$ cat src/design/tmu_defines.svh
// bus, memory, mesh and coordinate width macros for the mesh front end.
`ifndef TMU_DEFINES_SVH
`define TMU_DEFINES_SVH

// AXI4-Lite byte address and data widths.
`define TMU_ADDR_W 32
`define TMU_DATA_W 32

// on-chip memory depth in words.
`define TMU_MEM_WORDS 2048

// mesh indices, texture and destination coordinates.
`define TMU_MESH_BITS 3
`define TMU_COORD_W 18
`define TMU_DST_W 12

// word spacing between square records.
`define TMU_REC_STRIDE 16

`endif
$ cat src/design/tmu_pkg.sv
// package with the FSM and opcode enums and the square record struct.
`default_nettype none
`include "tmu_defines.svh"

package tmu_pkg;

	typedef enum logic [2:0] {
		IDLE,
		FETCH_A,
		FETCH_C,
		FETCH_B,
		FETCH_D,
		PIPEOUT,
		NEXT_SQUARE
	} fetch_state_e;

	typedef enum logic [1:0] {CORNER_A, CORNER_B, CORNER_C, CORNER_D} corner_e;

	typedef enum logic [1:0] {WR_IDLE, WR_ADDR, WR_RESP} wr_state_e;

	typedef enum logic [1:0] {
		RESP_OKAY   = 2'b00,
		RESP_SLVERR = 2'b10
	} axi_resp_e;

	// corners A B on top, C D below, plus the destination corner.
	typedef struct packed {
		logic signed [`TMU_COORD_W-1:0] ax, ay;
		logic signed [`TMU_COORD_W-1:0] bx, by;
		logic signed [`TMU_COORD_W-1:0] cx, cy;
		logic signed [`TMU_COORD_W-1:0] dx, dy;
		logic signed [`TMU_DST_W-1:0]   drx, dry;
	} square_t;

endpackage

`default_nettype wire

$ cat src/design/axil_if.sv
// AXI4-Lite interface with master and slave modports.
`default_nettype none
`include "tmu_defines.svh"

interface axil_if import tmu_pkg::*; ();
	logic [`TMU_ADDR_W-1:0]   awaddr;
	logic                     awvalid;
	logic                     awready;
	logic [`TMU_DATA_W-1:0]   wdata;
	logic [`TMU_DATA_W/8-1:0] wstrb;
	logic                     wvalid;
	logic                     wready;
	axi_resp_e                bresp;
	logic                     bvalid;
	logic                     bready;
	logic [`TMU_ADDR_W-1:0]   araddr;
	logic                     arvalid;
	logic                     arready;
	logic [`TMU_DATA_W-1:0]   rdata;
	axi_resp_e                rresp;
	logic                     rvalid;
	logic                     rready;

	modport master (
		output awaddr, awvalid, wdata, wstrb, wvalid, bready, araddr, arvalid, rready,
		input  awready, wready, bresp, bvalid, arready, rdata, rresp, rvalid
	);

	modport slave (
		input  awaddr, awvalid, wdata, wstrb, wvalid, bready, araddr, arvalid, rready,
		output awready, wready, bresp, bvalid, arready, rdata, rresp, rvalid
	);
endinterface

`default_nettype wire

$ cat src/design/tmu_square_writer.sv
// square writer that stores ten-word records over AXI4-Lite and tracks run completion.
`default_nettype none
`include "tmu_defines.svh"

module tmu_square_writer import tmu_pkg::*; (
	input  wire                   sys_clk,
	input  wire                   sys_rst,
	input  wire                   fetch_busy_i,
	input  wire [`TMU_ADDR_W-3:0] out_base_i,
	input  wire                   sq_valid_i,
	output logic                  sq_ready_o,
	input  wire square_t          square_i,
	axil_if.master                bus,
	output logic                  busy_o
);
	wr_state_e                     state_q;
	square_t                       sq_q;
	logic [3:0]                    word_q;
	logic [2*`TMU_MESH_BITS-1:0]   rec_q;
	logic [`TMU_ADDR_W-3:0]        word_addr;

	assign sq_ready_o = (state_q == WR_IDLE);
	assign busy_o     = fetch_busy_i || (state_q != WR_IDLE);

	// write-only master, read channels idle.
	assign bus.araddr  = '0;
	assign bus.arvalid = 1'b0;
	assign bus.rready  = 1'b0;

	assign word_addr   = out_base_i + (`TMU_ADDR_W-2)'(rec_q * `TMU_REC_STRIDE + word_q);
	assign bus.awaddr  = {word_addr, 2'b00};
	assign bus.awvalid = (state_q == WR_ADDR);
	assign bus.wvalid  = (state_q == WR_ADDR);
	assign bus.wstrb   = '1;
	assign bus.bready  = (state_q == WR_RESP);

	always_comb begin
		case (word_q) // sign-extended record words.
			4'd0:    bus.wdata = (`TMU_DATA_W)'(sq_q.ax);
			4'd1:    bus.wdata = (`TMU_DATA_W)'(sq_q.ay);
			4'd2:    bus.wdata = (`TMU_DATA_W)'(sq_q.bx);
			4'd3:    bus.wdata = (`TMU_DATA_W)'(sq_q.by);
			4'd4:    bus.wdata = (`TMU_DATA_W)'(sq_q.cx);
			4'd5:    bus.wdata = (`TMU_DATA_W)'(sq_q.cy);
			4'd6:    bus.wdata = (`TMU_DATA_W)'(sq_q.dx);
			4'd7:    bus.wdata = (`TMU_DATA_W)'(sq_q.dy);
			4'd8:    bus.wdata = (`TMU_DATA_W)'(sq_q.drx);
			default: bus.wdata = (`TMU_DATA_W)'(sq_q.dry);
		endcase
	end

	always_ff @(posedge sys_clk) begin
		if (sq_valid_i && sq_ready_o)
			sq_q <= square_i;
	end

	always_ff @(posedge sys_clk) begin
		if (sys_rst) begin
			state_q <= WR_IDLE;
			word_q  <= '0;
			rec_q   <= '0;
		end else begin
			case (state_q)
				WR_IDLE: begin
					word_q <= '0;
					if (!fetch_busy_i)
						rec_q <= '0; // run over, next one starts at record 0.
					if (sq_valid_i)
						state_q <= WR_ADDR;
				end
				WR_ADDR: begin
					if (bus.awready && bus.wready)
						state_q <= WR_RESP;
				end
				WR_RESP: begin
					if (bus.bvalid && word_q == 4'd9) begin
						rec_q   <= rec_q + 1'b1;
						state_q <= WR_IDLE;
					end else if (bus.bvalid) begin
						word_q  <= word_q + 1'b1;
						state_q <= WR_ADDR;
					end
				end
				default: state_q <= WR_IDLE;
			endcase
		end
	end

	// records are placed in range by the host setup.
	b_okay: assert property (@(posedge sys_clk) disable iff (sys_rst)
		bus.bvalid |-> bus.bresp == RESP_OKAY);

endmodule

`default_nettype wire

$ cat src/flat_wrapper.sv
// flat-port wrapper written by rule: the top's interface ports become plain ports
module tmu_square_writer_flat import tmu_pkg::*;
  (sys_clk, sys_rst, fetch_busy_i, out_base_i, sq_valid_i, sq_ready_o, square_i, busy_o, bus_awaddr, bus_awvalid, bus_wdata, bus_wstrb, bus_wvalid, bus_bready, bus_araddr, bus_arvalid, bus_rready, bus_awready, bus_wready, bus_bresp, bus_bvalid, bus_arready, bus_rdata, bus_rresp, bus_rvalid);
  axil_if bus_i ();
  input  wire sys_clk;
  input  wire sys_rst;
  input  wire fetch_busy_i;
  input  wire [`TMU_ADDR_W-3:0] out_base_i;
  input  wire sq_valid_i;
  output logic sq_ready_o;
  input  wire square_t square_i;
  output logic busy_o;
  output wire logic [$bits(bus_i.awaddr)-1:0] bus_awaddr;
  output wire logic [$bits(bus_i.awvalid)-1:0] bus_awvalid;
  output wire logic [$bits(bus_i.wdata)-1:0] bus_wdata;
  output wire logic [$bits(bus_i.wstrb)-1:0] bus_wstrb;
  output wire logic [$bits(bus_i.wvalid)-1:0] bus_wvalid;
  output wire logic [$bits(bus_i.bready)-1:0] bus_bready;
  output wire logic [$bits(bus_i.araddr)-1:0] bus_araddr;
  output wire logic [$bits(bus_i.arvalid)-1:0] bus_arvalid;
  output wire logic [$bits(bus_i.rready)-1:0] bus_rready;
  input wire logic [$bits(bus_i.awready)-1:0] bus_awready;
  input wire logic [$bits(bus_i.wready)-1:0] bus_wready;
  input wire logic [$bits(bus_i.bresp)-1:0] bus_bresp;
  input wire logic [$bits(bus_i.bvalid)-1:0] bus_bvalid;
  input wire logic [$bits(bus_i.arready)-1:0] bus_arready;
  input wire logic [$bits(bus_i.rdata)-1:0] bus_rdata;
  input wire logic [$bits(bus_i.rresp)-1:0] bus_rresp;
  input wire logic [$bits(bus_i.rvalid)-1:0] bus_rvalid;
  assign bus_awaddr = bus_i.awaddr;
  assign bus_awvalid = bus_i.awvalid;
  assign bus_wdata = bus_i.wdata;
  assign bus_wstrb = bus_i.wstrb;
  assign bus_wvalid = bus_i.wvalid;
  assign bus_bready = bus_i.bready;
  assign bus_araddr = bus_i.araddr;
  assign bus_arvalid = bus_i.arvalid;
  assign bus_rready = bus_i.rready;
  assign bus_i.awready = bus_awready;
  assign bus_i.wready = bus_wready;
  assign bus_i.bresp = bus_bresp;
  assign bus_i.bvalid = bus_bvalid;
  assign bus_i.arready = bus_arready;
  assign bus_i.rdata = bus_rdata;
  assign bus_i.rresp = bus_rresp;
  assign bus_i.rvalid = bus_rvalid;
  tmu_square_writer u_core (.sys_clk(sys_clk), .sys_rst(sys_rst), .fetch_busy_i(fetch_busy_i), .out_base_i(out_base_i), .sq_valid_i(sq_valid_i), .sq_ready_o(sq_ready_o), .square_i(square_i), .bus(bus_i), .busy_o(busy_o));
endmodule
$ cat config.mk
export PLATFORM = sky130hd
export DESIGN_NAME = tmu_square_writer_flat
export DESIGN_NICKNAME = d
export VERILOG_FILES = /design/src/design/tmu_pkg.sv /design/src/design/axil_if.sv /design/src/design/tmu_square_writer.sv /design/src/flat_wrapper.sv
export VERILOG_INCLUDE_DIRS = /design/src /design/src/design
export SDC_FILE = /design/constraint.sdc
export NUM_CORES = 1
export LEC_CHECK = 0
export BUFFER_PORTS_ARGS = -buffer_cell sky130_fd_sc_hd__buf_2
export CAP_MARGIN = 25
export CORE_ASPECT_RATIO = 2
export CORE_MARGIN = 8
export CORE_UTILIZATION = 44
export DETAILED_ROUTE_END_ITERATION = 16
export PLACE_DENSITY = 0.86
export REMOVE_ABC_BUFFERS = 1
export SYNTH_ARGS = -nofsm -noshare
export SYNTH_HDL_FRONTEND = slang
export SYNTH_SLANG_ARGS = --single-unit
$ cat constraint.sdc
create_clock -name sys_clk -period 5.7 [get_ports sys_clk]
set_clock_uncertainty 0.15 [all_clocks]
set_input_delay 0.285 -clock sys_clk [delete_from_list [all_inputs] [get_ports sys_clk]]
set_output_delay 0.285 -clock sys_clk [all_outputs]
set_load 0.005 [all_outputs]
Word-level counts from Yosys, hierarchy flattened. Index checks and enable logic that the tools add are counted.

Register bits: 180. Input port bits: 243. Output and inout bits: 107. Logic and storage cells: 58.

Add/sub/neg operators: 4. Eq/ne operators: 18. Mux-type cells: 12. Reduce and logical (&&, ||, !) cells: 11.

Operators by type and width (number): one-hot mux 32 bit (9 select lines) (1); adder 30 bit (1); equality test 4 x 3 -> 1 bit (second input constant) (4); 2-to-1 mux 6 bit (2); one-hot mux 6 bit (2 select lines) (1); adder 10 x 4 -> 11 bit (1); AND reduction 3 bit (3); equality test 4 x 2 -> 1 bit (second input constant) (2); equality test 4 bit (second input constant) (2); 2-to-1 mux 2 bit (4); 2-to-1 mux 4 bit (2); one-hot mux 4 bit (2 select lines) (1); adder 6 x 1 -> 6 bit (second input constant) (1); inequality test 2 x 1 -> 1 bit (second input constant) (3); inequality test 2 bit (second input constant) (3); one-hot mux 2 bit (3 select lines) (1); adder 4 x 1 -> 4 bit (second input constant) (1); equality test 4 x 1 -> 1 bit (second input constant) (1); logical NOT 4 bit (1); nonzero test 2 bit (2); logical AND 1 bit (3); inequality test 3 x 1 -> 1 bit (second input constant) (1); equality test 2 x 1 -> 1 bit (second input constant) (1); equality test 2 bit (second input constant) (1); other kinds (2) (2).

Depth between registers and ports, before layout.
Depth in word-level cells: 4. Mapped depth: 8. Depth with buffers taken out: 8.

Worst setup path after synthesis. No wires, ideal clock.

Kind: reg-to-reg. Start point: register u_core.state_q[0]. End point: register u_core.sq_q[0] (netlist name) (enable). Data arrival time: 4.710 ns. Setup slack: 0.291 ns. Cell stages (with the launch flop): 5. Path buffers: 2. Path through: dfxtp_1 clkbuf_1 buf_1 nor2_1 and2_1.

Cells in the longest elaborated chain, start to end: 2.

RTL lines: from (decl) (line tmu_square_writer.sv:16) `wr_state_e state_q;`; from (signal assigned) (line tmu_square_writer.sv:59) `state_q <= WR_IDLE;`; from (signal assigned) (line tmu_square_writer.sv:69) `state_q <= WR_ADDR;`; from (signal assigned) (line tmu_square_writer.sv:73) `state_q <= WR_RESP;`; logical NOT 2 bit (line tmu_square_writer.sv:22) `assign sq_ready_o = (state_q == WR_IDLE);`; via sq_ready_o (line flat_wrapper.sv:10) `output logic sq_ready_o;`; logical AND 1 bit (line tmu_square_writer.sv:53) `if (sq_valid_i && sq_ready_o)`; to (signal assigned) (line tmu_square_writer.sv:54) `sq_q <= square_i;`; to (decl) (line tmu_square_writer.sv:17) `square_t sq_q;`.

The timed path passes the listed nets, and every way through them passes these cells. A chain may end at the register's enable or synchronous reset.

Final worst setup path.
Start point: register u_core.word_q[3]. End point: output port bus_wdata[23].

Cells in the longest elaborated chain, start to end: 2. Elaborated cells between the ends (all ways): 10. Those cells by class: 8 x eq/ne; 1 x mux; 1 x reduce/logical.

RTL lines: from (decl) (line tmu_square_writer.sv:18) `logic [3:0] word_q;`; from (signal assigned) (line tmu_square_writer.sv:80) `word_q <= word_q + 1'b1;`; equality test 4 bit (tied with other cells) (line tmu_square_writer.sv:38) `case (word_q)`; one-hot mux 32 bit (9 select lines) (*) (line tmu_square_writer.sv:38); to (decl) (line flat_wrapper.sv:15) `output wire logic [$bits(bus_i.wdata)-1:0] bus_wdata;`.

Every way passes the cells marked *; elsewhere a longest branch is shown, timed or not.

==> impl_metrics.yaml <==
power_and_ir_drop:
  report.power.total_mw: 3.045
  vdd_ir_drop_max_mv: 0.2484
  switching_share: 0.2361
  p_switching_uw: 718.9
  clock_power_share: 0.371
  combPwrFrac: 0.110
  power_frac_seq: 0.519
  power.internal_mw: 2.327
  leakage_nw: 4.800
  power_density_nw_per_um2: 256.4
placement:
  pre_cts_ws_ns: 2.286
  portBuffers: 271
  place_congestion: 0.9449
  dp_hpwl_um: 18870
  postPlaceCellArea_um2: 9608
cts:
  clock_latency_ns: 0.42
  clock_sinks: 180
  cts_max_level: 4
  cts-buffers-inserted: 17
  root_buffer: "clkbuf_16"
  cts_setup_buffers: 0
  cts_buffer_depth: 2
  cts_tree: "built"
  path_clk_slew_ns: 0.07
  post_cts_resized: 0
global_route:
  met2_usage: 0.4292
  gr-max-usage-layer: "met2"
  met3_usage: 0.07599
  grtUsageTotal: 0.2512
  grt_util_met1: 0.2730
  overflow: 0
  grt_antenna_before_repair: 0
  grt_pass1_wl_um: 45020
  grt_pass1_vias: 7667
  grt_max_degree: 64
timing:
  post-route-period-util: 0.6831
  setup_viol: 0
  hold_viol: 0
  report.final.slew_viol_count: 0
  relSlewSlack: 0.4064
  fin_setup_tns_ns: 0
  setup_slack_ns: 1.807
  grt_setup_unrepaired: "no"
  fmax_mhz: 256.8
  worst_pin_slew_ns: 0.8903
  finalCriticalPeriod_ns: 3.893
critical_path:
  critPathMaxStageDelay_ns: 0.67
  crit_fanout: 23
  crit_buf_inv: 3
  r2r_slack_ns: 2.97
  endpoint_kind: "output port"
  arrival_ns: 3.46
  cpMaxStageDelayCell: "dfxtp_2"
  required_ns: 5.27
  critPathTopFamily: "simple AND/OR/NAND/NOR gates"
  crit_chain: "buf_4 -> nand2b_1 -> nor2_1 -> buf_4 -> a221oi_1 -> nand3_1 -> buf_2"
  cp-start-kind: "flip-flop"
  path_class: "reg -> out"
  cpMostUsedCell: "buf_4"
yosys:
  ys_warn_count: 0
  postSynthCellCount: 622
  ys.flop_type: "edfxtp_1"
  syn_avg_cell_area_um2: 13.23
  synth_area_leaders: "edfxtp_1 61%, buf_4 5.0%, dfxtp_1 2.9%"
  netlist_area_um2: 8228
  synthArstFlopShare: 0
  ys_seq_area_frac: 0.6423
  yosysTopAreaCell: "edfxtp_1"
  synth.distinct_cells: 59
  synth-edff-count: 168
  yosysTopAreaCellShare: 0.6131
  ys_seq_elements: 180
floorplan:
  start_util: 0.4432
  chipHeight_um: 209.4
  io_pins: 350
  die_w_um: 112.7
  die_area_um2: 23600
  core_area_um2: 18570
  num_rows: 71
layout:
  fin_area_um2: 11880
  fin_nets: 1314
  layout_commonest_cell: "buf_2"
  num_antenna_cells: 0
  areaGrowthSynthToFinish_pct: 44.34
  final_cell_mix: "272 x buf_2, 171 x dlygate4sd3_1, 168 x edfxtp_1, 40 x conb_1, 39 x nor2_1"
  drive_gt1_frac: 0.3099
routing:
  vias: 7184
  wl_um: 30120
  via_per_inst: 5.582
  drtAntennaViolNets: 0
  wl_per_cell_um: 23.40
  firstDrtPassIters: 5
  first_iter_violations: 714
  drc: 0
flow_run:
  maxCapViolations: 0
outcome:
  outcome: "finished clean"
worst_hold_path:
  holdCritPathClass: "in -> reg"
[kinds of logic (layout without fill, tap and decap cells)]
| logic type | after synthesis | in the layout | synth area share |
|---|---|---|---|
| buffers and inverters | 94 | 502 | 0.06950 |
| XOR/XNOR | 29 | 29 | 0.03087 |
| AO/OA/AOI/OAI | 145 | 145 | 0.1271 |
| flip-flops | 180 | 180 | 0.6423 |
| other | 2 | 40 | 0.0009127 |
| multiplexers | 8 | 8 | 0.009885 |
| adder cells (fa/ha/maj) | 16 | 16 | 0.02524 |
| AND/OR/NAND/NOR | 148 | 148 | 0.09413 |
[Yosys cell counts (4+ instances only)]
master / count
a211oi_1: 4
a21boi_0: 4
a21oi_1: 33
a221oi_1: 20
a222oi_1: 6
a22o_1: 5
a22oi_1: 20
a32oi_1: 11
buf_1: 4
buf_2: 10
buf_4: 55
clkbuf_1: 12
dfxtp_1: 12
edfxtp_1: 168
ha_1: 15
inv_1: 13
mux2i_1: 7
nand2_1: 24
nand2b_1: 5
nand3_1: 30
nand3b_1: 4
nand4_1: 8
nor2_1: 39
nor2b_1: 9
nor3_1: 9
o21ai_0: 14
o22ai_1: 5
or2_2: 4
xnor2_1: 12
xor2_1: 17
[per-stage QoR]
step | cells | utilization | hold WS (ns)
finish | 1287 | 0.6397 | 0.08713
global route | 1287 | 0.6397 | 0.1277
CTS | 1287 | 0.6397 | 0.06693
detailed placement | 1084 | 0.5175 | 0.3131
global placement | 1083 | 0.5172 | 0.3111
floorplan | 579 | - | 0.2041
[metal layers]
metal	routed length (µm)	share of wire
met4	1462	0.049
met5	0	0
met3	3363	0.11
met2	14880	0.49
met1	10410	0.35
[what timing repair did]
item | in CTS | in global routing
hold endpoints to repair | 176 | 0
setup endpoints to repair | 0 | 0
hold buffers | 171 | 0
[sequential cells by signal, summed over array words and instances (netlist names)]
signal and flops:
u_core.rec_q 6, u_core.state_q 2, u_core.sq_q 168, u_core.word_q 4
[path summary, 6_finish.rpt]
check	from	to	cells after the start
min reg2reg	u_core.rec_q[5]	u_core.rec_q[5]	2
max reg2reg	u_core.state_q[0]	u_core.sq_q[126]	3
max	u_core.word_q[3]	bus_wdata[23]	7
min	bus_awready	u_core.state_q[0]	4
[worst reg2reg max path, delay by kind of cell, from the launching register on]
kind / cells / cell delay [ns]
buffers and inverters: 1 / 0.78
flip-flops: 1 / 0.50
AND/OR/NAND/NOR: 2 / 0.92
[area by class of cell]
cell class	count	area, µm²
Inverter	13	48.80
Multi-Input combinational cell	386	2531
Timing Repair Buffer	457	3178
Clock inverter	15	131.4
Clock buffer	17	425.4
Tap cell	219	274.0
Sequential cell	180	5288
Fill cell	1299	6690
[power by group through the flow]
| stage | Combinational (mW) | Sequential, mW | Clock [mW] |
|---|---|---|---|
| floorplan | 0.0878 | 1.60 | 0 |
| global placement | 0.220 | 1.60 | 0 |
| detailed placement | 0.227 | 1.60 | 0 |
| CTS | 0.320 | 1.57 | 1.13 |
| global route | 0.358 | 1.58 | 1.19 |
| finish | 0.335 | 1.58 | 1.13 |
Note: power is estimated with default switching activity, not from simulation.
