--- config.mk ---
export PLATFORM = sky130hd
export DESIGN_NAME = tmu_fetch_vertex_flat
export DESIGN_NICKNAME = d
export VERILOG_FILES = /design/src/design/tmu_pkg.sv /design/src/design/axil_if.sv /design/src/design/tmu_fetch_vertex.sv /design/src/flat_wrapper.sv
export VERILOG_INCLUDE_DIRS = /design/src /design/src/design
export SDC_FILE = /design/constraint.sdc
export NUM_CORES = 1
export LEC_CHECK = 0
export BUFFER_PORTS_ARGS = -buffer_cell sky130_fd_sc_hd__buf_2
export CORE_MARGIN = 5
export CORE_UTILIZATION = 40
export DETAILED_ROUTE_END_ITERATION = 10
export PLACE_DENSITY = 0.64
export SETUP_SLACK_MARGIN = 0.15
export SLEW_MARGIN = 20
export SYNTH_ARGS = -nofsm -noshare
export SYNTH_HDL_FRONTEND = slang
export SYNTH_SLANG_ARGS = --single-unit
--- constraint.sdc ---
create_clock -name sys_clk -period 7.7 [get_ports sys_clk]
set_input_delay 0.385 -clock sys_clk [delete_from_list [all_inputs] [get_ports sys_clk]]
set_output_delay 0.385 -clock sys_clk [all_outputs]
set_load 0.01 [all_outputs]
--- src/design/tmu_defines.svh ---
// bus, memory, mesh and coordinate width macros for the mesh front end.
`ifndef TMU_DEFINES_SVH
`define TMU_DEFINES_SVH

// AXI4-Lite byte address and data widths.
`define TMU_ADDR_W 32
`define TMU_DATA_W 32

// on-chip memory depth in words.
`define TMU_MEM_WORDS 2048

// mesh indices, texture and destination coordinates.
`define TMU_MESH_BITS 3
`define TMU_COORD_W 18
`define TMU_DST_W 12

// word spacing between square records.
`define TMU_REC_STRIDE 16

`endif
--- src/design/tmu_pkg.sv ---
// package with the FSM and opcode enums and the square record struct.
`default_nettype none
`include "tmu_defines.svh"

package tmu_pkg;

	typedef enum logic [2:0] {
		IDLE,
		FETCH_A,
		FETCH_C,
		FETCH_B,
		FETCH_D,
		PIPEOUT,
		NEXT_SQUARE
	} fetch_state_e;

	typedef enum logic [1:0] {CORNER_A, CORNER_B, CORNER_C, CORNER_D} corner_e;

	typedef enum logic [1:0] {WR_IDLE, WR_ADDR, WR_RESP} wr_state_e;

	typedef enum logic [1:0] {
		RESP_OKAY   = 2'b00,
		RESP_SLVERR = 2'b10
	} axi_resp_e;

	// corners A B on top, C D below, plus the destination corner.
	typedef struct packed {
		logic signed [`TMU_COORD_W-1:0] ax, ay;
		logic signed [`TMU_COORD_W-1:0] bx, by;
		logic signed [`TMU_COORD_W-1:0] cx, cy;
		logic signed [`TMU_COORD_W-1:0] dx, dy;
		logic signed [`TMU_DST_W-1:0]   drx, dry;
	} square_t;

endpackage

`default_nettype wire

--- src/design/axil_if.sv ---
// AXI4-Lite interface with master and slave modports.
`default_nettype none
`include "tmu_defines.svh"

interface axil_if import tmu_pkg::*; ();
	logic [`TMU_ADDR_W-1:0]   awaddr;
	logic                     awvalid;
	logic                     awready;
	logic [`TMU_DATA_W-1:0]   wdata;
	logic [`TMU_DATA_W/8-1:0] wstrb;
	logic                     wvalid;
	logic                     wready;
	axi_resp_e                bresp;
	logic                     bvalid;
	logic                     bready;
	logic [`TMU_ADDR_W-1:0]   araddr;
	logic                     arvalid;
	logic                     arready;
	logic [`TMU_DATA_W-1:0]   rdata;
	axi_resp_e                rresp;
	logic                     rvalid;
	logic                     rready;

	modport master (
		output awaddr, awvalid, wdata, wstrb, wvalid, bready, araddr, arvalid, rready,
		input  awready, wready, bresp, bvalid, arready, rdata, rresp, rvalid
	);

	modport slave (
		input  awaddr, awvalid, wdata, wstrb, wvalid, bready, araddr, arvalid, rready,
		output awready, wready, bresp, bvalid, arready, rdata, rresp, rvalid
	);
endinterface

`default_nettype wire

--- src/design/tmu_fetch_vertex.sv ---
// vertex fetcher with fetch engine, position generator and square handoff FSM.
`default_nettype none
`include "tmu_defines.svh"

module tmu_fetch_vertex import tmu_pkg::*; (
	input  wire                          sys_clk,
	input  wire                          sys_rst,
	input  wire                          start_i,
	input  wire [`TMU_MESH_BITS-1:0]     vertex_hlast_i,
	input  wire [`TMU_MESH_BITS-1:0]     vertex_vlast_i,
	input  wire [`TMU_ADDR_W-3:0]        vertex_base_i,
	input  wire signed [`TMU_DST_W-1:0]  dst_hoffset_i,
	input  wire signed [`TMU_DST_W-1:0]  dst_voffset_i,
	input  wire [`TMU_DST_W-2:0]         dst_squarew_i,
	input  wire [`TMU_DST_W-2:0]         dst_squareh_i,
	output logic                         busy_o,
	axil_if.master                       bus,
	output logic                         sq_valid_o,
	input  wire                          sq_ready_i,
	output square_t                      square_o
);
	fetch_state_e                   state_q;
	fetch_state_e                   state_d;
	corner_e                        fetch_target;
	logic                           fetch_strobe;
	logic                           fetch_done_q;
	logic                           is_y_q;
	logic                           shift_points;
	logic                           move_reset;
	logic                           move_x_right;
	logic                           move_x_startline;
	logic                           move_y_down;
	logic                           move_y_up;
	logic [`TMU_MESH_BITS-1:0]      x_q;
	logic [`TMU_MESH_BITS-1:0]      y_q;
	logic signed [`TMU_DST_W-1:0]   drx_q;
	logic signed [`TMU_DST_W-1:0]   dry_q;
	logic signed [`TMU_DST_W-1:0]   step_w;
	logic signed [`TMU_DST_W-1:0]   step_h;
	logic signed [`TMU_COORD_W-1:0] vx_q [4];
	logic signed [`TMU_COORD_W-1:0] vy_q [4];
	logic [`TMU_ADDR_W-3:0]         word_addr;

	// read-only master, write channels idle.
	assign bus.awaddr  = '0;
	assign bus.awvalid = 1'b0;
	assign bus.wdata   = '0;
	assign bus.wstrb   = '0;
	assign bus.wvalid  = 1'b0;
	assign bus.bready  = 1'b0;

	// x word then y word of vertex (x_q, y_q).
	assign word_addr  = vertex_base_i + (`TMU_ADDR_W-2)'({y_q, x_q, is_y_q});
	assign bus.araddr = {word_addr, 2'b00};

	always_ff @(posedge sys_clk) begin
		if (sys_rst) begin
			bus.arvalid  <= 1'b0;
			bus.rready   <= 1'b0;
			is_y_q       <= 1'b0;
			fetch_done_q <= 1'b0;
		end else begin
			fetch_done_q <= 1'b0;
			if (bus.arvalid && bus.arready) begin
				bus.arvalid <= 1'b0;
				bus.rready  <= 1'b1; // wait for the data beat.
			end else if (fetch_strobe && !fetch_done_q && !bus.arvalid && !bus.rready) begin
				bus.arvalid <= 1'b1;
			end
			if (bus.rvalid && bus.rready) begin
				bus.rready   <= 1'b0;
				is_y_q       <= !is_y_q;
				fetch_done_q <= is_y_q; // corner done after its y word.
			end
		end
	end

	always_ff @(posedge sys_clk) begin
		if (bus.rvalid && bus.rready) begin
			if (is_y_q)
				vy_q[fetch_target] <= bus.rdata[`TMU_COORD_W-1:0];
			else
				vx_q[fetch_target] <= bus.rdata[`TMU_COORD_W-1:0];
		end
		if (shift_points) begin // right corners become the left ones.
			vx_q[CORNER_A] <= vx_q[CORNER_B];
			vy_q[CORNER_A] <= vy_q[CORNER_B];
			vx_q[CORNER_C] <= vx_q[CORNER_D];
			vy_q[CORNER_C] <= vy_q[CORNER_D];
		end
	end

	assign step_w = $signed({1'b0, dst_squarew_i});
	assign step_h = $signed({1'b0, dst_squareh_i});

	// destination tracks the D corner, so it starts one square back.
	always_ff @(posedge sys_clk) begin
		if (sys_rst || move_reset) begin
			x_q   <= '0;
			y_q   <= '0;
			drx_q <= dst_hoffset_i - step_w;
			dry_q <= dst_voffset_i - step_h;
		end else begin
			if (move_x_right) begin
				x_q   <= x_q + 1'b1;
				drx_q <= drx_q + step_w;
			end else if (move_x_startline) begin
				x_q   <= '0;
				drx_q <= dst_hoffset_i - step_w;
			end
			if (move_y_down) begin
				y_q   <= y_q + 1'b1;
				dry_q <= dry_q + step_h;
			end else if (move_y_up) begin
				y_q   <= y_q - 1'b1;
				dry_q <= dry_q - step_h;
			end
		end
	end

	always_ff @(posedge sys_clk) begin
		if (sys_rst)
			state_q <= IDLE;
		else
			state_q <= state_d;
	end

	always_comb begin
		state_d          = state_q;
		fetch_target     = CORNER_A;
		fetch_strobe     = 1'b0;
		shift_points     = 1'b0;
		move_reset       = 1'b0;
		move_x_right     = 1'b0;
		move_x_startline = 1'b0;
		move_y_down      = 1'b0;
		move_y_up        = 1'b0;
		case (state_q)
			IDLE: begin
				move_reset = 1'b1;
				if (start_i)
					state_d = FETCH_A;
			end
			FETCH_A: begin
				fetch_strobe = 1'b1;
				if (fetch_done_q) begin
					move_y_down = 1'b1;
					state_d     = FETCH_C;
				end
			end
			FETCH_C: begin
				fetch_target = CORNER_C;
				fetch_strobe = 1'b1;
				if (fetch_done_q) begin
					move_x_right = 1'b1;
					move_y_up    = 1'b1;
					state_d      = FETCH_B;
				end
			end
			FETCH_B: begin
				fetch_target = CORNER_B;
				fetch_strobe = 1'b1;
				if (fetch_done_q) begin
					move_y_down = 1'b1;
					state_d     = FETCH_D;
				end
			end
			FETCH_D: begin
				fetch_target = CORNER_D;
				fetch_strobe = 1'b1;
				if (fetch_done_q)
					state_d = PIPEOUT;
			end
			PIPEOUT: begin
				if (sq_ready_i)
					state_d = NEXT_SQUARE;
			end
			NEXT_SQUARE: begin // position is at corner D here.
				if (x_q == vertex_hlast_i) begin
					if (y_q == vertex_vlast_i) begin
						state_d = IDLE;
					end else begin
						move_x_startline = 1'b1;
						state_d          = FETCH_A;
					end
				end else begin
					move_x_right = 1'b1;
					move_y_up    = 1'b1;
					shift_points = 1'b1;
					state_d      = FETCH_B;
				end
			end
			default: state_d = IDLE;
		endcase
	end

	assign busy_o     = (state_q != IDLE);
	assign sq_valid_o = (state_q == PIPEOUT);
	assign square_o   = '{
		ax: vx_q[CORNER_A], ay: vy_q[CORNER_A],
		bx: vx_q[CORNER_B], by: vy_q[CORNER_B],
		cx: vx_q[CORNER_C], cy: vy_q[CORNER_C],
		dx: vx_q[CORNER_D], dy: vy_q[CORNER_D],
		drx: drx_q, dry: dry_q
	};

	// a read request may not be withdrawn or moved before the arbiter and memory take it.
	ar_hold: assert property (@(posedge sys_clk) disable iff (sys_rst)
		bus.arvalid && !bus.arready |=> bus.arvalid && $stable(bus.araddr));

	// vertex addresses must land inside the memory.
	r_okay: assert property (@(posedge sys_clk) disable iff (sys_rst)
		bus.rvalid |-> bus.rresp == RESP_OKAY);

endmodule

`default_nettype wire

--- src/flat_wrapper.sv ---
// flat-port wrapper written by rule: the top's interface ports become plain ports
module tmu_fetch_vertex_flat import tmu_pkg::*;
  (sys_clk, sys_rst, start_i, vertex_hlast_i, vertex_vlast_i, vertex_base_i, dst_hoffset_i, dst_voffset_i, dst_squarew_i, dst_squareh_i, busy_o, sq_valid_o, sq_ready_i, square_o, bus_awaddr, bus_awvalid, bus_wdata, bus_wstrb, bus_wvalid, bus_bready, bus_araddr, bus_arvalid, bus_rready, bus_awready, bus_wready, bus_bresp, bus_bvalid, bus_arready, bus_rdata, bus_rresp, bus_rvalid);
  axil_if bus_i ();
  input  wire sys_clk;
  input  wire sys_rst;
  input  wire start_i;
  input  wire [`TMU_MESH_BITS-1:0] vertex_hlast_i;
  input  wire [`TMU_MESH_BITS-1:0] vertex_vlast_i;
  input  wire [`TMU_ADDR_W-3:0] vertex_base_i;
  input  wire signed [`TMU_DST_W-1:0] dst_hoffset_i;
  input  wire signed [`TMU_DST_W-1:0] dst_voffset_i;
  input  wire [`TMU_DST_W-2:0] dst_squarew_i;
  input  wire [`TMU_DST_W-2:0] dst_squareh_i;
  output logic busy_o;
  output logic sq_valid_o;
  input  wire sq_ready_i;
  output square_t square_o;
  output wire logic [$bits(bus_i.awaddr)-1:0] bus_awaddr;
  output wire logic [$bits(bus_i.awvalid)-1:0] bus_awvalid;
  output wire logic [$bits(bus_i.wdata)-1:0] bus_wdata;
  output wire logic [$bits(bus_i.wstrb)-1:0] bus_wstrb;
  output wire logic [$bits(bus_i.wvalid)-1:0] bus_wvalid;
  output wire logic [$bits(bus_i.bready)-1:0] bus_bready;
  output wire logic [$bits(bus_i.araddr)-1:0] bus_araddr;
  output wire logic [$bits(bus_i.arvalid)-1:0] bus_arvalid;
  output wire logic [$bits(bus_i.rready)-1:0] bus_rready;
  input wire logic [$bits(bus_i.awready)-1:0] bus_awready;
  input wire logic [$bits(bus_i.wready)-1:0] bus_wready;
  input wire logic [$bits(bus_i.bresp)-1:0] bus_bresp;
  input wire logic [$bits(bus_i.bvalid)-1:0] bus_bvalid;
  input wire logic [$bits(bus_i.arready)-1:0] bus_arready;
  input wire logic [$bits(bus_i.rdata)-1:0] bus_rdata;
  input wire logic [$bits(bus_i.rresp)-1:0] bus_rresp;
  input wire logic [$bits(bus_i.rvalid)-1:0] bus_rvalid;
  assign bus_awaddr = bus_i.awaddr;
  assign bus_awvalid = bus_i.awvalid;
  assign bus_wdata = bus_i.wdata;
  assign bus_wstrb = bus_i.wstrb;
  assign bus_wvalid = bus_i.wvalid;
  assign bus_bready = bus_i.bready;
  assign bus_araddr = bus_i.araddr;
  assign bus_arvalid = bus_i.arvalid;
  assign bus_rready = bus_i.rready;
  assign bus_i.awready = bus_awready;
  assign bus_i.wready = bus_wready;
  assign bus_i.bresp = bus_bresp;
  assign bus_i.bvalid = bus_bvalid;
  assign bus_i.arready = bus_arready;
  assign bus_i.rdata = bus_rdata;
  assign bus_i.rresp = bus_rresp;
  assign bus_i.rvalid = bus_rvalid;
  tmu_fetch_vertex u_core (.sys_clk(sys_clk), .sys_rst(sys_rst), .start_i(start_i), .vertex_hlast_i(vertex_hlast_i), .vertex_vlast_i(vertex_vlast_i), .vertex_base_i(vertex_base_i), .dst_hoffset_i(dst_hoffset_i), .dst_voffset_i(dst_voffset_i), .dst_squarew_i(dst_squarew_i), .dst_squareh_i(dst_squareh_i), .busy_o(busy_o), .bus(bus_i), .sq_valid_o(sq_valid_o), .sq_ready_i(sq_ready_i), .square_o(square_o));
endmodule
; Word level (Yosys, flattened, before mapping)
; Memory sizes are Yosys's and may differ from the RTL's.
; Index checks and enable logic that the tools add are counted.
[totals]
regBits = 37
ramBits = 144
inputBits = 127
elab_cells = 95
n_memories = 2
[mem_list]
columns = memory, depth, width, read_ports, rd_clocked_by_memory_dff, wr, line_no
row1 = u_core.vx_q, 4, 18, 4, 0, 3, tmu_fetch_vertex.sv:40  ; logic signed [`TMU_COORD_W-1:0] vx_q [4];
row2 = u_core.vy_q, 4, 18, 4, 0, 3, tmu_fetch_vertex.sv:41  ; logic signed [`TMU_COORD_W-1:0] vy_q [4];
[classes]
add_sub_neg = 9
n_eq_ne = 14
muxes = 38
bitwise = 1
reduce_logical = 22
[op_table]
columns = operator, count
row1 = 2-to-1 mux 12 bit, 6
row2 = subtractor 12 bit, 3
row3 = adder 30 x 7 -> 30 bit, 1
row4 = 2-to-1 mux 3 bit, 10
row5 = adder 12 bit, 2
row6 = one-hot mux 3 bit (7 select lines), 1
row7 = 2-to-1 mux 1 bit, 18
row8 = != test 2 x 1 -> 1 bit (second input constant), 5
row9 = == test 3 bit (second input constant), 3
row10 = nonzero test 3 bit, 3
row11 = OR reduction 2 bit, 4
row12 = adder 3 x 1 -> 3 bit (second input constant), 2
row13 = == test 3 x 2 -> 1 bit (second input constant), 2
row14 = == test 3 bit, 2
row15 = one-hot mux 2 bit (3 select lines), 1
row16 = AND reduction 6 bit, 1
row17 = logical AND 1 bit, 5
row18 = zero test 1 bit, 4
row19 = nonzero test 2 bit, 2
row20 = OR reduction 4 bit, 1
row21 = == test 3 x 1 -> 1 bit (second input constant), 1
row22 = zero test 3 bit, 1
row23 = subtractor 3 x 1 -> 3 bit (second input constant), 1
row24 = 2-to-1 mux 2 bit, 1
row25 = other kinds (4), 4

; Depth between registers and ports, before layout
[depth]
word_depth = 7
mapped_depth = 15

; Least setup slack after synthesis
; OpenSTA, ideal clock, no wires.
[synth_timing]
path_type = reg-to-reg
startpoint = reg u_core.state_q[0]
endpoint = reg u_core.dry_q[9] (data pin)
setup_ns = 0.269
arrival_time_ns = 2.914
required_ns = 7.431
slack_ns = 4.517
stages_incl_launch_ff = 15
n_path_buf = 2
path_cell_list = dfxtp_1 buf_2 nand2_1 nor2_1 clkbuf_1 inv_1 o21ai_0 ha_1 a21o_1 a41oi_1 o21ai_0 o31ai_1 o21ai_0 xnor2_1 a21oi_1
[synth_between]
elab_chain_cells = 5
elab_cells_between_ends = 9
classes_between = eq/ne (2) / mux (4) / reduce/logical (3)
[synth_lines]
columns = element, line_no
row1 = start: declaration, tmu_fetch_vertex.sv:22  ; fetch_state_e state_q;
row2 = start signal: assignment, tmu_fetch_vertex.sv:125  ; state_q <= state_d;
row3 = == test 3 x 1 -> 1 bit / == test 3 x 2 -> 1 bit (equally long branches), tmu_fetch_vertex.sv:138  ; case (state_q)
row4 = OR reduction 2 bit (no line), --
row5 = 2-to-1 mux 1 bit, --
row6 = 2-to-1 mux 12 bit, tmu_fetch_vertex.sv:111  ; if (move_y_down) begin
row7 = 2-to-1 mux 12 bit *, tmu_fetch_vertex.sv:98  ; if (sys_rst || move_reset) begin
row8 = end signal: assignment, tmu_fetch_vertex.sv:102  ; dry_q <= dst_voffset_i - step_h;
row9 = end signal: assignment, tmu_fetch_vertex.sv:113  ; dry_q <= dry_q + step_h;
row10 = end signal: assignment, tmu_fetch_vertex.sv:116  ; dry_q <= dry_q - step_h;
row11 = end: declaration, tmu_fetch_vertex.sv:37  ; logic signed [`TMU_DST_W-1:0] dry_q;
; Every way passes the cells marked *; elsewhere a longest branch is shown, timed or not.
; A chain may end at the register's enable or synchronous reset.

; Worst setup path after layout
[layout_timing]
startpoint = reg u_core.is_y_q
endpoint = out bus_araddr[14]
[layout_between]
elab_chain_cells = 1
[layout_lines]
columns = element, line_no
row1 = start: declaration, tmu_fetch_vertex.sv:27  ; logic is_y_q;
row2 = start signal: assignment, tmu_fetch_vertex.sv:72  ; is_y_q <= !is_y_q;
row3 = adder 30 x 7 -> 30 bit, tmu_fetch_vertex.sv:53  ; assign word_addr = vertex_base_i + (`TMU_ADDR_W-2)'({y_q, x_q, is_y_q});
row4 = end: declaration, flat_wrapper.sv:25  ; output wire logic [$bits(bus_i.araddr)-1:0] bus_araddr;
; No other way between the ends.

==> flow_summary.toml <==
[routing]
vias = 7600
first_iter_violations = 362
routed_wl_um = 27400
dr.pass1.iters = 5
maxUsedRoutingLayer = "met4"
post_drt_via_cell_ratio = 4.95
ant_nets = 0
avgRoutedWirePerCell_um = 17.8
drc = 0
dr_wl_met3_um = 2130
wl_met2_um = 13300
wl_met1_um = 11300

[die]
fp.dieW_um = 169
dieHeight_um = 169
rows = 58
core_mm2 = 0.0251
die-area_mm2 = 0.0287
io_pins = 402
initial_core_util_pct = 40.5

[timing]
max_slew.worst_pin.slew_ps = 942
timing.final.crit_share_pct = 48.0
setup_viol = 0
final-max-slew-violation-count = 0
whs_ps = 182
grt_setup_unrepaired = "false"
setup-tns-final_ps = 0
finalWorstSetupSlack_ps = 4000
fin_crit_ps = 3700
final_hold_viol_count = 0
skew_ps = 15.1
relSlewSlack_pct = 37.0
fmax_ghz = 0.270

[logic_synthesis]
ys_ff_latch = 181
netlist_area_mm2 = 0.0102
synthFlopType = "edfxtp_1"
synth_cell_types = 60
synth_seq_area_share_pct = 52.2
synth_edf_count = 168
ys_warn_count = 0
synthArstFlopShare_pct = 0
avgSynthCellArea_um2 = 11.6
synth_cells = 877

[placement]
dpl_cell_area_mm2 = 0.0119
dp_hpwl_um = 20800
gp_congestion = 0.833
pre_cts_ws_ps = 4070
io_buffers = 307
place_inst = 1501

[critical_path]
reg2reg_slack_ps = 4100
cp-end-kind = "output port"
cp-endpoint = "bus_araddr[14]"
r2r_end = "u_core.dry_q[9]"
r2r_start = "u_core.state_q[2]"
critical_path_class = "reg2out"
startpoint = "u_core.is_y_q"
cp.arrival_ps = 3310
worstPathMaxFanout = 10
cp_data_required_time_ps = 7320
critPathLaunchType = "flip-flop"
worst_r2r_path_depth = 13

[clocking]
clockBufferDepth = 2
cts_sinks = 181
h-tree-depth = 4
postCtsSetupRepairBufs = 0
cts.clk_slew.worst_paths_ps = 80
cts_resized = 0
numCtsBuffers = 17
cts_tree = "yes"
worst_skew_pair.late_latency_ps = 430
holdBufCountCts = 0
root_buffer = "clkbuf_16"

[worst_hold_path]
hold_path_class = "in2reg"

[layout]
layout-drive-gt1-share_pct = 31.3
final_cell_mix = "307 x buf_2, 168 x edfxtp_1, 84 x a21o_1"
layout.cells.non_filler = 1535
syn2layout_area_growth_pct = 23.1
final_area_mm2 = 0.0125
mostFrequentLayoutCell = "buf_2"
nNetsFinal = 1378
fillCellCount = 2343

[global_routing]
gr-total-overflow = 0
grt_pass1_wl_um = 40500
antenna_found_initial = 2
first_global_vias = 7372
track_usage_pct = 18.1
grt_max_degree = 52

[pwr]
leakagePower_uw = 0.00560
peakVddDrop_mv = 0.127
p_per_area_mw_per_mm2 = 233

[run_status]
status = "finished clean"

[run]
maxCapViolCount = 0
==> area by class of cell <==
class,count,area [µm²],area share (%)
Inverter,43,161,1.29
Timing Repair Buffer,317,1610,12.9
Sequential cell,181,5310,42.4
Clock inverter,15,210,1.68
Multi-Input combinational cell,630,4380,35.0
Antenna cell,2,5.00,0.0400
Clock buffer,17,425,3.40
Tap cell,330,413,3.30
==> cells in the mapped netlist, types with 3 or more instances <==
master,instances,area (µm²)
o21ai_0,41,205
fa_1,6,120
o21a_1,7,52.6
and4_1,3,26.3
a31oi_1,6,37.5
clkbuf_1,9,33.8
ha_1,55,688
xor2_1,31,272
dfxtp_1,13,260
or2_2,3,18.8
nor3_1,15,75.1
and3_1,4,25.0
buf_2,11,55.1
a211oi_1,3,22.5
a21oi_1,46,230
o41ai_1,4,35.0
or3_1,10,62.6
nand2_1,36,135
a211o_1,3,26.3
mux2i_1,7,70.1
nor2_1,48,180
o31ai_1,7,52.6
edfxtp_1,168,5040
buf_4,74,556
o211ai_1,3,22.5
nand3_1,15,75.1
inv_1,43,161
nand4_1,6,37.5
nand2b_1,10,62.6
xnor2_1,43,377
nor2b_1,28,175
a21o_1,84,631
==> cells by family (layout without fill, tap and decap cells) <==
group / after synthesis / in the layout / synth area share, %
adders and majority gates: 61 / 61 / 7.95
and+or+nand+nor: 193 / 193 / 10.0
DFF: 181 / 181 / 52.2
other: 1 / 75 / 0.0369
buffers and inverters: 138 / 392 / 7.97
xor gates and xnor gates: 75 / 75 / 6.54
muxes: 9 / 9 / 0.911
AOI/OAI and AO/OA: 219 / 219 / 14.3
==> metrics by stage <==
step                      util, %  total power, µW
after global placement       47.3             2010
final                        49.8             2910
after global routing         49.8             3070
after detailed placement     47.3             2030
after CTS                    49.8             2940
after floorplan                 -             1810
==> worst min path at each step <==
stage,endpoint,cells past startpoint,startpoint,slack (ps)
final,u_core.vy_q[1][10],1,bus_rdata[10],180
after global routing,u_core.vy_q[1][3],1,bus_rdata[3],170
after CTS,u_core.vy_q[1][10],1,bus_rdata[10],160
after detailed placement,u_core.vx_q[2][12],1,u_core.vx_q[3][12],530
after global placement,u_core.vy_q[0][0],1,u_core.vy_q[1][0],520
after floorplan,u_core.is_y_q,2,u_core.is_y_q,470
==> where the power goes <==
group / internal [µW] / leakage [µW] / total (µW) / switching, µW
logic: 324 / 0.00365 / 767 / 443
registers: 1170 / 0.00165 / 1240 / 64.9
clock network: 454 / 0.000307 / 908 / 454
total: 1950 / 0.00560 / 2910 / 962
==> flip-flops by register name, summed over array words and instances (netlist names) <==
signal	count
u_core.is_y_q	1
u_core.vy_q	72
u_core.vx_q	72
u_core.bus.rready	1
u_core.state_q	3
u_core.dry_q	12
u_core.y_q	3
u_core.bus.arvalid	1
u_core.x_q	3
u_core.fetch_done_q	1
u_core.drx_q	12
==> worst max-delay path, stage by stage, from the launching register on <==
cell and delay (ps):
dfxtp_1 490, ha_1 230, inv_1 60, fa_1 390
nor2b_1 120, o21ai_0 110, a21boi_1 290, o211ai_1 160
a21oi_2 460, and3_1 240, xor2_1 160, buf_2 150
==> per-layer routing <==
| layer | global-route usage [%] | vias up |
|---|---|---|
| li1 | - | 3665 |
| met2 | 30.6 | 324 |
| met5 | 0 | - |
| met3 | 3.80 | 33 |
| met1 | 23.1 | 3578 |
| met4 | 6.65 | 0 |
Note: power is estimated with default switching activity, not from simulation.
